<file path="config.mk">
export PLATFORM = sky130hd
export DESIGN_NAME = executeCore
export DESIGN_NICKNAME = d
export VERILOG_FILES = /design/src/mipsPkg.sv /design/src/aluDecoder.sv /design/src/regFile.sv /design/src/alu.sv /design/src/bypassPipe.sv /design/src/executeCore.sv
export SDC_FILE = /design/constraint.sdc
export NUM_CORES = 2
export LEC_CHECK = 0
export ABC_AREA = 1
export BUFFER_PORTS_ARGS = -buffer_cell sky130_fd_sc_hd__buf_4
export CORE_ASPECT_RATIO = 0.5
export CORE_MARGIN = 2
export CORE_UTILIZATION = 39
export CTS_CLUSTER_SIZE = 40
export DETAILED_ROUTE_END_ITERATION = 6
export PLACE_DENSITY_LB_ADDON = 0.05
export SLEW_MARGIN = 20
export SYNTH_ARGS = -nofsm -noshare
export SYNTH_HDL_FRONTEND = slang
export SYNTH_SLANG_ARGS = --single-unit
</file>
<file path="constraint.sdc">
create_clock -name clk -period 6.61 [get_ports clk]
set_input_delay 0.3305 -clock clk [delete_from_list [all_inputs] [get_ports clk]]
set_output_delay 0.3305 -clock clk [all_outputs]
set_load 0.1 [all_outputs]
</file>
<file path="src/mipsPkg.sv">
package mipsPkg;

    typedef logic [31:0] word_t;                  // Data word
    typedef logic [4:0]  regAddr_t;               // Register number
    typedef logic [4:0]  shamt_t;                 // Shift amount
    typedef logic [5:0]  aluCtrl_t;               // ALU control code

    // ALU control codes
    localparam aluCtrl_t ALU_ADD  = 6'd0;         // Wraps without overflow trap
    localparam aluCtrl_t ALU_ADDU = 6'd1;
    localparam aluCtrl_t ALU_SUB  = 6'd2;         // Wraps like SUBU
    localparam aluCtrl_t ALU_BEQ  = 6'd9;         // Compare only
    localparam aluCtrl_t ALU_BNE  = 6'd10;        // Compare only
    localparam aluCtrl_t ALU_JUMP = 6'd14;        // No-op result
    localparam aluCtrl_t ALU_SRAV = 6'd15;
    localparam aluCtrl_t ALU_LUI  = 6'd17;
    localparam aluCtrl_t ALU_AND  = 6'd18;
    localparam aluCtrl_t ALU_OR   = 6'd19;
    localparam aluCtrl_t ALU_NOR  = 6'd20;
    localparam aluCtrl_t ALU_XOR  = 6'd21;
    localparam aluCtrl_t ALU_SLL  = 6'd23;
    localparam aluCtrl_t ALU_SRL  = 6'd24;
    localparam aluCtrl_t ALU_SRA  = 6'd28;
    localparam aluCtrl_t ALU_SLT  = 6'd30;
    localparam aluCtrl_t ALU_SLTU = 6'd31;
    localparam aluCtrl_t ALU_SLLV = 6'd36;
    localparam aluCtrl_t ALU_SRLV = 6'd37;
    localparam aluCtrl_t ALU_SUBU = 6'd45;

    // Primary opcode field in instr[31:26]
    localparam logic [5:0] OP_SPECIAL = 6'h00;    // R-type with funct deciding
    localparam logic [5:0] OP_J       = 6'h02;
    localparam logic [5:0] OP_JAL     = 6'h03;    // Link write not supported
    localparam logic [5:0] OP_BEQ     = 6'h04;
    localparam logic [5:0] OP_BNE     = 6'h05;
    localparam logic [5:0] OP_ADDI    = 6'h08;
    localparam logic [5:0] OP_ADDIU   = 6'h09;
    localparam logic [5:0] OP_SLTI    = 6'h0a;
    localparam logic [5:0] OP_SLTIU   = 6'h0b;
    localparam logic [5:0] OP_ANDI    = 6'h0c;
    localparam logic [5:0] OP_ORI     = 6'h0d;
    localparam logic [5:0] OP_XORI    = 6'h0e;
    localparam logic [5:0] OP_LUI     = 6'h0f;

    // Funct field of SPECIAL in instr[5:0]
    localparam logic [5:0] FN_SLL  = 6'h00;
    localparam logic [5:0] FN_SRL  = 6'h02;
    localparam logic [5:0] FN_SRA  = 6'h03;
    localparam logic [5:0] FN_SLLV = 6'h04;
    localparam logic [5:0] FN_SRLV = 6'h06;
    localparam logic [5:0] FN_SRAV = 6'h07;
    localparam logic [5:0] FN_JR   = 6'h08;
    localparam logic [5:0] FN_ADD  = 6'h20;
    localparam logic [5:0] FN_ADDU = 6'h21;
    localparam logic [5:0] FN_SUB  = 6'h22;
    localparam logic [5:0] FN_SUBU = 6'h23;
    localparam logic [5:0] FN_AND  = 6'h24;
    localparam logic [5:0] FN_OR   = 6'h25;
    localparam logic [5:0] FN_XOR  = 6'h26;
    localparam logic [5:0] FN_NOR  = 6'h27;
    localparam logic [5:0] FN_SLT  = 6'h2a;
    localparam logic [5:0] FN_SLTU = 6'h2b;

    // Second ALU operand source
    typedef enum logic [1:0] {
        srcReg,                                   // Forwarded rt value
        srcImmSigned,                             // Sign-extended imm16
        srcImmZero,                               // Zero-extended imm16
        srcShamt                                  // rt value shifted by shamt field
    } operandSrc_t;

endpackage

</file>
<file path="src/aluDecoder.sv">
`timescale 1ns/1ps

module aluDecoder (
    input  mipsPkg::word_t      instr,            // Instruction word
    output mipsPkg::aluCtrl_t   aluCtrl,          // ALU operation
    output mipsPkg::operandSrc_t srcSel,          // Operand B source
    output logic [15:0]         imm16,            // Raw immediate field
    output mipsPkg::shamt_t     shamt,            // Shift amount field
    output mipsPkg::regAddr_t   rsAddr,
    output mipsPkg::regAddr_t   rtAddr,
    output mipsPkg::regAddr_t   destAddr,         // rd for R-type, rt for immediates
    output logic                writeReq          // Result goes to a register
);

    logic [5:0]          opcode;
    logic [5:0]          funct;
    mipsPkg::regAddr_t   rdAddr;
    logic                writeInstr;              // Instruction class writes a register

    assign opcode = instr[31:26];
    assign rsAddr = instr[25:21];
    assign rtAddr = instr[20:16];
    assign rdAddr = instr[15:11];
    assign shamt  = instr[10:6];
    assign funct  = instr[5:0];
    assign imm16  = instr[15:0];

    always_comb begin
        aluCtrl    = mipsPkg::ALU_JUMP;           // Unknown opcodes act as no-ops
        srcSel     = mipsPkg::srcImmSigned;       // Most I-type sign-extend
        destAddr   = rtAddr;
        writeInstr = 1'b1;
        case (opcode)
            mipsPkg::OP_SPECIAL: begin
                srcSel   = mipsPkg::srcReg;
                destAddr = rdAddr;
                case (funct)
                    mipsPkg::FN_SLL: begin
                        aluCtrl = mipsPkg::ALU_SLL;
                        srcSel  = mipsPkg::srcShamt;
                    end
                    mipsPkg::FN_SRL: begin
                        aluCtrl = mipsPkg::ALU_SRL;
                        srcSel  = mipsPkg::srcShamt;
                    end
                    mipsPkg::FN_SRA: begin
                        aluCtrl = mipsPkg::ALU_SRA;
                        srcSel  = mipsPkg::srcShamt;
                    end
                    mipsPkg::FN_SLLV: aluCtrl = mipsPkg::ALU_SLLV;
                    mipsPkg::FN_SRLV: aluCtrl = mipsPkg::ALU_SRLV;
                    mipsPkg::FN_SRAV: aluCtrl = mipsPkg::ALU_SRAV;
                    mipsPkg::FN_ADD:  aluCtrl = mipsPkg::ALU_ADD;
                    mipsPkg::FN_ADDU: aluCtrl = mipsPkg::ALU_ADDU;
                    mipsPkg::FN_SUB:  aluCtrl = mipsPkg::ALU_SUB;
                    mipsPkg::FN_SUBU: aluCtrl = mipsPkg::ALU_SUBU;
                    mipsPkg::FN_AND:  aluCtrl = mipsPkg::ALU_AND;
                    mipsPkg::FN_OR:   aluCtrl = mipsPkg::ALU_OR;
                    mipsPkg::FN_XOR:  aluCtrl = mipsPkg::ALU_XOR;
                    mipsPkg::FN_NOR:  aluCtrl = mipsPkg::ALU_NOR;
                    mipsPkg::FN_SLT:  aluCtrl = mipsPkg::ALU_SLT;
                    mipsPkg::FN_SLTU: aluCtrl = mipsPkg::ALU_SLTU;
                    default:          writeInstr = 1'b0;  // JR and unknown funct
                endcase
            end
            mipsPkg::OP_ADDI:  aluCtrl = mipsPkg::ALU_ADD;
            mipsPkg::OP_ADDIU: aluCtrl = mipsPkg::ALU_ADDU;
            mipsPkg::OP_SLTI:  aluCtrl = mipsPkg::ALU_SLT;
            mipsPkg::OP_SLTIU: aluCtrl = mipsPkg::ALU_SLTU;  // Sign-extended, unsigned compare
            mipsPkg::OP_ANDI, mipsPkg::OP_ORI, mipsPkg::OP_XORI, mipsPkg::OP_LUI: begin
                srcSel = mipsPkg::srcImmZero;
                case (opcode)
                    mipsPkg::OP_ANDI: aluCtrl = mipsPkg::ALU_AND;
                    mipsPkg::OP_ORI:  aluCtrl = mipsPkg::ALU_OR;
                    mipsPkg::OP_XORI: aluCtrl = mipsPkg::ALU_XOR;
                    default:          aluCtrl = mipsPkg::ALU_LUI;
                endcase
            end
            mipsPkg::OP_BEQ, mipsPkg::OP_BNE: begin
                aluCtrl    = (opcode == mipsPkg::OP_BEQ) ? mipsPkg::ALU_BEQ : mipsPkg::ALU_BNE;
                srcSel     = mipsPkg::srcReg;     // Compare rs with rt
                writeInstr = 1'b0;
            end
            default: writeInstr = 1'b0;           // J, JAL and unknown opcodes
        endcase
    end

    // Register 0 is never a real destination
    assign writeReq = writeInstr && (destAddr != '0);

endmodule

</file>
<file path="src/regFile.sv">
`timescale 1ns/1ps

module regFile #(
    parameter int REG_COUNT = 32                  // 16 also works, upper address bits ignored
) (
    input  logic              clk,
    input  logic              arstN,
    input  mipsPkg::regAddr_t rsAddr,
    input  mipsPkg::regAddr_t rtAddr,
    output mipsPkg::word_t    rsData,
    output mipsPkg::word_t    rtData,
    input  logic              wbEn,               // Write strobe from writeback stage
    input  mipsPkg::regAddr_t wbAddr,
    input  mipsPkg::word_t    wbData
);

    localparam int IDX_W = $clog2(REG_COUNT);     // Used address bits

    mipsPkg::word_t   regs [REG_COUNT];           // Register storage
    logic [IDX_W-1:0] wrIdx;
    logic [IDX_W-1:0] rsIdx;
    logic [IDX_W-1:0] rtIdx;

    assign wrIdx = wbAddr[IDX_W-1:0];
    assign rsIdx = rsAddr[IDX_W-1:0];
    assign rtIdx = rtAddr[IDX_W-1:0];

    always_ff @(posedge clk or negedge arstN) begin
        if (!arstN) begin
            for (int i = 0; i < REG_COUNT; i++) begin
                regs[i] <= '0;                    // All registers read zero after reset
            end
        end else if (wbEn && (wrIdx != '0)) begin // Entry 0 stays zero
            regs[wrIdx] <= wbData;
        end
    end

    // Plain reads, same-cycle write bypass lives in bypassPipe
    assign rsData = regs[rsIdx];
    assign rtData = regs[rtIdx];

endmodule

</file>
<file path="src/alu.sv">
`timescale 1ns/1ps

module alu (
    input  mipsPkg::aluCtrl_t aluCtrl,            // Operation select
    input  mipsPkg::word_t    a,                  // rs side
    input  mipsPkg::word_t    b,                  // rt or immediate side
    input  mipsPkg::shamt_t   shamt,              // Fixed shift amount
    input  logic              regWrite,           // Write request from decode
    output mipsPkg::word_t    aluResult,
    output logic              zero,               // Result is all zeros
    output logic              regWriteOut         // Write request after clear
);

    logic            regWriteClear;               // Op never writes a register
    mipsPkg::shamt_t varShamt;                    // Register-based shift amount

    assign varShamt = a[4:0];                     // Only low five bits count

    always_comb begin
        aluResult     = '0;
        regWriteClear = 1'b0;
        case (aluCtrl)
            mipsPkg::ALU_ADD:  aluResult = a + b;                 // Wraps, no trap
            mipsPkg::ALU_ADDU: aluResult = a + b;
            mipsPkg::ALU_SUB:  aluResult = a - b;                 // Wraps, no trap
            mipsPkg::ALU_SUBU: aluResult = a - b;
            mipsPkg::ALU_LUI:  aluResult = b << 16;
            mipsPkg::ALU_AND:  aluResult = a & b;
            mipsPkg::ALU_OR:   aluResult = a | b;
            mipsPkg::ALU_NOR:  aluResult = ~(a | b);
            mipsPkg::ALU_XOR:  aluResult = a ^ b;
            mipsPkg::ALU_SLL:  aluResult = b << shamt;
            mipsPkg::ALU_SLLV: aluResult = b << varShamt;
            mipsPkg::ALU_SRL:  aluResult = b >> shamt;
            mipsPkg::ALU_SRLV: aluResult = b >> varShamt;
            mipsPkg::ALU_SRA:  aluResult = $signed(b) >>> shamt;  // Sign fill
            mipsPkg::ALU_SRAV: aluResult = $signed(b) >>> varShamt;
            mipsPkg::ALU_SLT: begin
                aluResult = {31'd0, $signed(a) < $signed(b)};
            end
            mipsPkg::ALU_SLTU: begin
                aluResult = {31'd0, a < b};
            end
            mipsPkg::ALU_BEQ, mipsPkg::ALU_BNE: begin
                aluResult     = a - b;            // Zero flag reports a == b
                regWriteClear = 1'b1;
            end
            mipsPkg::ALU_JUMP: begin
                regWriteClear = 1'b1;             // Result stays 0
            end
            default: begin
                aluResult = '0;                   // Unknown code
            end
        endcase
    end

    // Branches and jumps drop the decoder's write request
    assign regWriteOut = regWriteClear ? 1'b0 : regWrite;

    assign zero = (aluResult == '0);

endmodule

</file>
<file path="src/bypassPipe.sv">
`timescale 1ns/1ps

module bypassPipe (
    input  logic                 clk,
    input  logic                 arstN,
    input  logic                 instValid,       // One instruction this cycle
    input  mipsPkg::operandSrc_t srcSel,
    input  logic [15:0]          imm16,
    input  mipsPkg::shamt_t      shamt,
    input  mipsPkg::regAddr_t    rsAddr,
    input  mipsPkg::regAddr_t    rtAddr,
    input  mipsPkg::regAddr_t    destAddr,
    input  mipsPkg::word_t       rsData,          // Register file reads
    input  mipsPkg::word_t       rtData,
    input  logic                 writeReq,
    input  mipsPkg::word_t       aluResult,
    input  logic                 aluZero,
    input  logic                 aluRegWrite,
    output mipsPkg::word_t       operandA,
    output mipsPkg::word_t       operandB,
    output mipsPkg::shamt_t      aluShamt,
    output logic                 aluRegWriteReq,
    output logic                 resultValid,     // Execute stage
    output mipsPkg::word_t       result,
    output logic                 zero,
    output mipsPkg::regAddr_t    destReg,
    output logic                 regWrite,
    output logic                 wbEn,            // Writeback stage into regFile
    output mipsPkg::regAddr_t    wbAddr,
    output mipsPkg::word_t       wbData
);

    mipsPkg::word_t fwdA;                         // rs after forwarding
    mipsPkg::word_t fwdB;                         // rt after forwarding

    // Newest producer wins and register 0 never forwards
    function automatic mipsPkg::word_t pickSource(input mipsPkg::regAddr_t addr,
                                                  input mipsPkg::word_t rfData);
        mipsPkg::word_t sel;
        sel = rfData;
        if (addr != '0) begin
            if (regWrite && (destReg == addr)) sel = result;     // Execute stage
            else if (wbEn && (wbAddr == addr)) sel = wbData;     // Writeback stage
        end
        return sel;
    endfunction

    always_comb begin
        fwdA = pickSource(rsAddr, rsData);
        fwdB = pickSource(rtAddr, rtData);
    end

    assign operandA = fwdA;

    always_comb begin
        case (srcSel)
            mipsPkg::srcImmSigned: operandB = {{16{imm16[15]}}, imm16};
            mipsPkg::srcImmZero:   operandB = {16'd0, imm16};
            default:               operandB = fwdB;  // srcReg and srcShamt
        endcase
    end

    assign aluShamt       = (srcSel == mipsPkg::srcShamt) ? shamt : '0;
    assign aluRegWriteReq = writeReq && instValid;   // Idle cycles never write

    // Execute register loads at the sampling edge
    always_ff @(posedge clk or negedge arstN) begin
        if (!arstN) begin
            resultValid <= 1'b0;
            regWrite    <= 1'b0;
            zero        <= 1'b0;
        end else begin
            resultValid <= instValid;
            regWrite    <= instValid && aluRegWrite;
            zero        <= instValid && aluZero;
        end
    end

    always_ff @(posedge clk) begin
        if (instValid) begin
            result  <= aluResult;
            destReg <= destAddr;
        end
    end

    // Writeback register feeding the regFile write on the next edge
    always_ff @(posedge clk or negedge arstN) begin
        if (!arstN) begin
            wbEn <= 1'b0;
        end else begin
            wbEn <= regWrite;
        end
    end

    always_ff @(posedge clk) begin
        wbAddr <= destReg;
        wbData <= result;
    end

endmodule

</file>
<file path="src/executeCore.sv">
`timescale 1ns/1ps

module executeCore #(
    parameter int REG_COUNT = 32                  // Passed to regFile
) (
    input  logic              clk,
    input  logic              arstN,
    input  logic              instValid,          // Valid strobe, no back-pressure
    input  mipsPkg::word_t    instr,
    output logic              resultValid,        // One cycle after instValid
    output mipsPkg::word_t    result,
    output logic              zero,
    output mipsPkg::regAddr_t destReg,
    output logic              regWrite
);

    mipsPkg::aluCtrl_t    aluCtrl;                // Decode outputs
    mipsPkg::operandSrc_t srcSel;
    logic [15:0]          imm16;
    mipsPkg::shamt_t      shamt;
    mipsPkg::regAddr_t    rsAddr;
    mipsPkg::regAddr_t    rtAddr;
    mipsPkg::regAddr_t    destAddr;
    logic                 writeReq;

    mipsPkg::word_t       rsData;                 // Register file reads
    mipsPkg::word_t       rtData;

    mipsPkg::word_t       operandA;               // ALU inputs
    mipsPkg::word_t       operandB;
    mipsPkg::shamt_t      aluShamt;
    logic                 aluRegWriteReq;

    mipsPkg::word_t       aluResult;              // ALU outputs
    logic                 aluZero;
    logic                 aluRegWrite;

    logic                 wbEn;                   // Writeback to register file
    mipsPkg::regAddr_t    wbAddr;
    mipsPkg::word_t       wbData;

    aluDecoder uDecoder (
        .instr(instr), .aluCtrl(aluCtrl), .srcSel(srcSel), .imm16(imm16), .shamt(shamt),
        .rsAddr(rsAddr), .rtAddr(rtAddr), .destAddr(destAddr), .writeReq(writeReq)
    );

    regFile #(.REG_COUNT(REG_COUNT)) uRegFile (
        .clk(clk), .arstN(arstN), .rsAddr(rsAddr), .rtAddr(rtAddr),
        .rsData(rsData), .rtData(rtData), .wbEn(wbEn), .wbAddr(wbAddr), .wbData(wbData)
    );

    bypassPipe uBypass (
        .clk(clk), .arstN(arstN), .instValid(instValid), .srcSel(srcSel), .imm16(imm16),
        .shamt(shamt), .rsAddr(rsAddr), .rtAddr(rtAddr), .destAddr(destAddr),
        .rsData(rsData), .rtData(rtData), .writeReq(writeReq), .aluResult(aluResult),
        .aluZero(aluZero), .aluRegWrite(aluRegWrite), .operandA(operandA),
        .operandB(operandB), .aluShamt(aluShamt), .aluRegWriteReq(aluRegWriteReq),
        .resultValid(resultValid), .result(result), .zero(zero), .destReg(destReg),
        .regWrite(regWrite), .wbEn(wbEn), .wbAddr(wbAddr), .wbData(wbData)
    );

    alu uAlu (
        .aluCtrl(aluCtrl), .a(operandA), .b(operandB), .shamt(aluShamt),
        .regWrite(aluRegWriteReq), .aluResult(aluResult), .zero(aluZero),
        .regWriteOut(aluRegWrite)
    );

endmodule

</file>
==> qor.tcl <==
set qor(layout-area-overhead-vs-synth_pct) 12.38
set qor(timing_worst_setup_path_type) {flip-flop to flip-flop}
set qor(skew_ns) 0.03984
set qor(critical_path_startpoint_category) {flip-flop}
set qor(number_of_global_route_vias_before_repair) 72420
set qor(placeableCoreArea_um2) 189200
set qor(cp-end-kind) {flip-flop}
set qor(antenna_nets_post_route) 0
set qor(mostFrequentLayoutCell) {sky130_fd_sc_hd__nand2_1}
set qor(drt_pass1_iterations) 7
set qor(worst_ir_drop_on_vdd_uv) 215.8
set qor(fp-row-count) 113
set qor(critical-path-top-delay-family) {simple AND/OR/NAND/NOR gates}
set qor(layout-drive-gt1-share_pct) 8.965
set qor(die_width_um) 620.2
set qor(dr.first_iter.drc_count) 11090
set qor(max_clock_freq_mhz) 158.2
set qor(design.die.area_um2) 193600
set qor(power.switching_w) 0.006783
set qor(maxSlewHeadroom_pct) 20.41
set qor(globalRoute.totalOverflow) 0
set qor(cap_violations) 0
set qor(synthDistinctLibCells) 64
set qor(edff_count_synth) 37
set qor(port_buffers) 74
set qor(area_of_all_placed_cells_without_fillers_um2) 83210
set qor(cells_after_synth) 11220
set qor(power.share.sequential_pct) 38.3
set qor(root_buffer) {sky130_fd_sc_hd__clkbuf_16}
set qor(cts_buffers) 114
set qor(maximum_number_of_pins_on_one_net_before_global_route_repair) 145
set qor(cp.buffers_inverters) 8
set qor(hold_class) {input pin to flip-flop}
set qor(start_util_pct) 39.14
set qor(tritoncts_num_sinks) 1102
set qor(synth_sequential_area_ratio_pct) 37.24
set qor(grt_pass1_wl_mm) 538.7
set qor(synthesis.area_per_instance_um2) 6.597
set qor(avgRoutedWirePerCell_um) 27.61
set qor(postCtsSetupBuffers) 0
set qor(finalCritPeriodShare_pct) 95.66
set qor(ys_seq_elements) 1102
set qor(run_status) {completed}
set qor(cpMaxStageDelayCell) {sky130_fd_sc_hd__edfxtp_1}
set qor(cts_tree) {done}
set qor(worst_path_largest_cell_delay_ns) 0.60
set qor(drt_total_wl_mm) 378.0
set qor(netlist_area_um2) 74040
set qor(timing.final.hold_violations) 0
set qor(cellInternalPower_w) 0.01251
set qor(ioPinCount) 75
set qor(synth_ff_type) {sky130_fd_sc_hd__dfrtp_1}
set qor(most-common-layout-cells) {3221 x sky130_fd_sc_hd__nand2_1, 1776 x sky130_fd_sc_hd__o21ai_0, 1424 x sky130_fd_sc_hd__nand3_1, 1028 x sky130_fd_sc_hd__dfrtp_1, 996 x sky130_fd_sc_hd__inv_1}
set qor(utilization_pct) 43.99
set qor(final.min_clock_period_ns) 6.323
set qor(insertion_delay_ns) 0.80
set qor(switching_share_pct) 35.16
set qor(placedInstanceArea_um2) 79160
set qor(cp_data_required_time_ns) 7.32
set qor(total_routing_usage_reported_by_global_routing_pct) 38.27
set qor(final-max-slew-violation-count) 0
set qor(fin_nets) 11200
set qor(gp_congestion) 1.023
set qor(initial_antenna_violation_count) 20
set qor(standby_leakage_power_nw) 38.74
set qor(die_h_um) 312.1
set qor(comb_power_share_pct) 24.7
set qor(setup_viol) 0
set qor(p_per_area_nw_per_um2) 231.9
set qor(clk_transition_reported_paths_ns) 0.07
set qor(max_slew.worst_pin.slew_ns) 1.194
set qor(dr_total_vias) 79760
set qor(critical_path_maximum_fanout) 12
set qor(dp_hpwl_mm) 255.6
set qor(detail_route.vias_per_cell) 5.826
set qor(totalNegativeSetupSlack_ns) 0
set qor(async_flop_share_pct) 93.28
set qor(grt_setup_unrepaired) {false}
set qor(mappedNetlistNets) 11370
set qor(clock_path_buffers) 3
set qor(hold_ws_ns) 0.04470
set qor(cts-htree-levels) 3
set qor(ys_warn_count) 0
set qor(critical_path_arrival_ns) 7.04
set qor(worst_path_most_repeated_cell) {sky130_fd_sc_hd__nand2_1}
set qor(power_frac_clock_pct) 37.0
set qor(drcViolationCount) 0
==> state kept, by name (all words and copies together), names as in the netlist <==
register,cells
uBypass.resultValid,1
uBypass.regWrite,1
uBypass.wbEn,1
uBypass.wbData,32
uBypass.zero,1
uBypass.wbAddr,5
uBypass.result,32
uRegFile.regs,1024
uBypass.destReg,5
==> synth_stat cells, drive strengths merged, types with 2 or more instances <==
| cell | count | area share, % |
|---|---|---|
| a211oi | 22 | 0.22 |
| a21boi | 4 | 0.041 |
| a21o | 6 | 0.061 |
| a21oi | 603 | 4.1 |
| a221oi | 16 | 0.19 |
| a22oi | 14 | 0.14 |
| a31o | 2 | 0.024 |
| a31oi | 15 | 0.13 |
| a32o | 4 | 0.054 |
| buf | 269 | 1.9 |
| clkbuf | 619 | 3.1 |
| clkinv | 10 | 0.051 |
| dfrtp | 1028 | 35 |
| dfxtp | 37 | 1.0 |
| edfxtp | 37 | 1.5 |
| fa | 2 | 0.054 |
| ha | 105 | 1.8 |
| inv | 1039 | 5.3 |
| mux2i | 2 | 0.027 |
| nand2 | 3273 | 17 |
| nand3 | 1437 | 9.8 |
| nand3b | 4 | 0.041 |
| nand4 | 47 | 0.40 |
| nor2 | 426 | 2.3 |
| nor3 | 31 | 0.23 |
| nor4 | 13 | 0.11 |
| o2111ai | 27 | 0.32 |
| o211ai | 145 | 1.5 |
| o21a | 4 | 0.041 |
| o21ai | 1802 | 12 |
| o21bai | 7 | 0.086 |
| o221ai | 18 | 0.21 |
| o22ai | 22 | 0.19 |
| o311ai | 51 | 0.60 |
| o31ai | 7 | 0.071 |
| or2 | 53 | 0.45 |
| xnor2 | 2 | 0.024 |
| xor2 | 16 | 0.19 |
==> layer usage <==
metal	vias to the layer above	share of wire [%]	track usage (%)
met5	-	0.018	0
met1	38260	43	54.60
met2	4109	41	55.11
met4	10	4.9	16.50
li1	36660	-	-
met3	720	10	8.885
==> worst register-to-register path, delay by kind of cell, from the launching register on <==
kind	cells	cell delay, ns
xor gates and xnor gates	1	0.18
and+or+nand+nor	21	3.08
DFF	1	0.60
adders and majority gates	1	0.43
AOI/OAI and AO/OA	6	1.01
buffers and inverters	8	0.97
==> per-stage QoR <==
stage,cells,power [W],setup WS [ns]
6_report,13690,0.01929,0.2871
5_1_grt,13690,0.02003,0.01274
3_3_place_gp,13470,0.01215,0.03465
3_5_place_dp,13470,0.01214,0.1108
4_1_cts,13690,0.01923,0.5463
2_1_floorplan,11220,0.009947,1.392
==> timing repair <==
action                                  in CTS  in global routing
hold buffers                                 3                  0
endpoints found under the hold margin       56                  0
resized for setup                            0                  1
endpoints found under the setup margin       0                  1
==> path summary, 6_finish.rpt <==
check	startpoint	endpoint	slack [ns]	cells past startpoint
max	uBypass.destReg[1]	uBypass.zero	0.29	37
min	instr[13]	uBypass.destReg[2]	0.04	3
max reg2reg	uBypass.destReg[1]	uBypass.zero	0.29	37
min reg2reg	uRegFile.regs[1014]	uRegFile.regs[1014]	0.38	0
max in group asynchronous	arstN	uRegFile.regs[933]	5.08	3
min in group asynchronous	arstN	uRegFile.regs[111]	0.12	2
==> kinds of logic after synthesis <==
group | after synthesis | synth area share, %
compound gates | 2771 | 20.27
flops | 1102 | 37.24
fa+ha+maj | 107 | 1.828
buf+inv | 1937 | 10.32
mux | 2 | 0.02704
simple gates | 5286 | 30.10
xor+xnor | 18 | 0.2129
==> power groups by stage <==
stage	logic, W	clock network, W	registers (W)
2_1_floorplan	0.00243	0	0.00752
3_3_place_gp	0.00464	0	0.00751
3_5_place_dp	0.00463	0	0.00750
4_1_cts	0.00465	0.00720	0.00738
5_1_grt	0.00513	0.00748	0.00742
6_report	0.00476	0.00713	0.00740
==> final cells by class <==
type                       count  area, um2
antenna                        6      15.01
clock buffer                 164       3386
clock inverter                50      604.3
fill                       20020     106000
inverter                    1049       3978
multi-input combinational   8184      39120
sequential                  1102      27580
tap                         2530       3166
timing repair buffer         606       5361
Power figures use the tool's default switching activity.
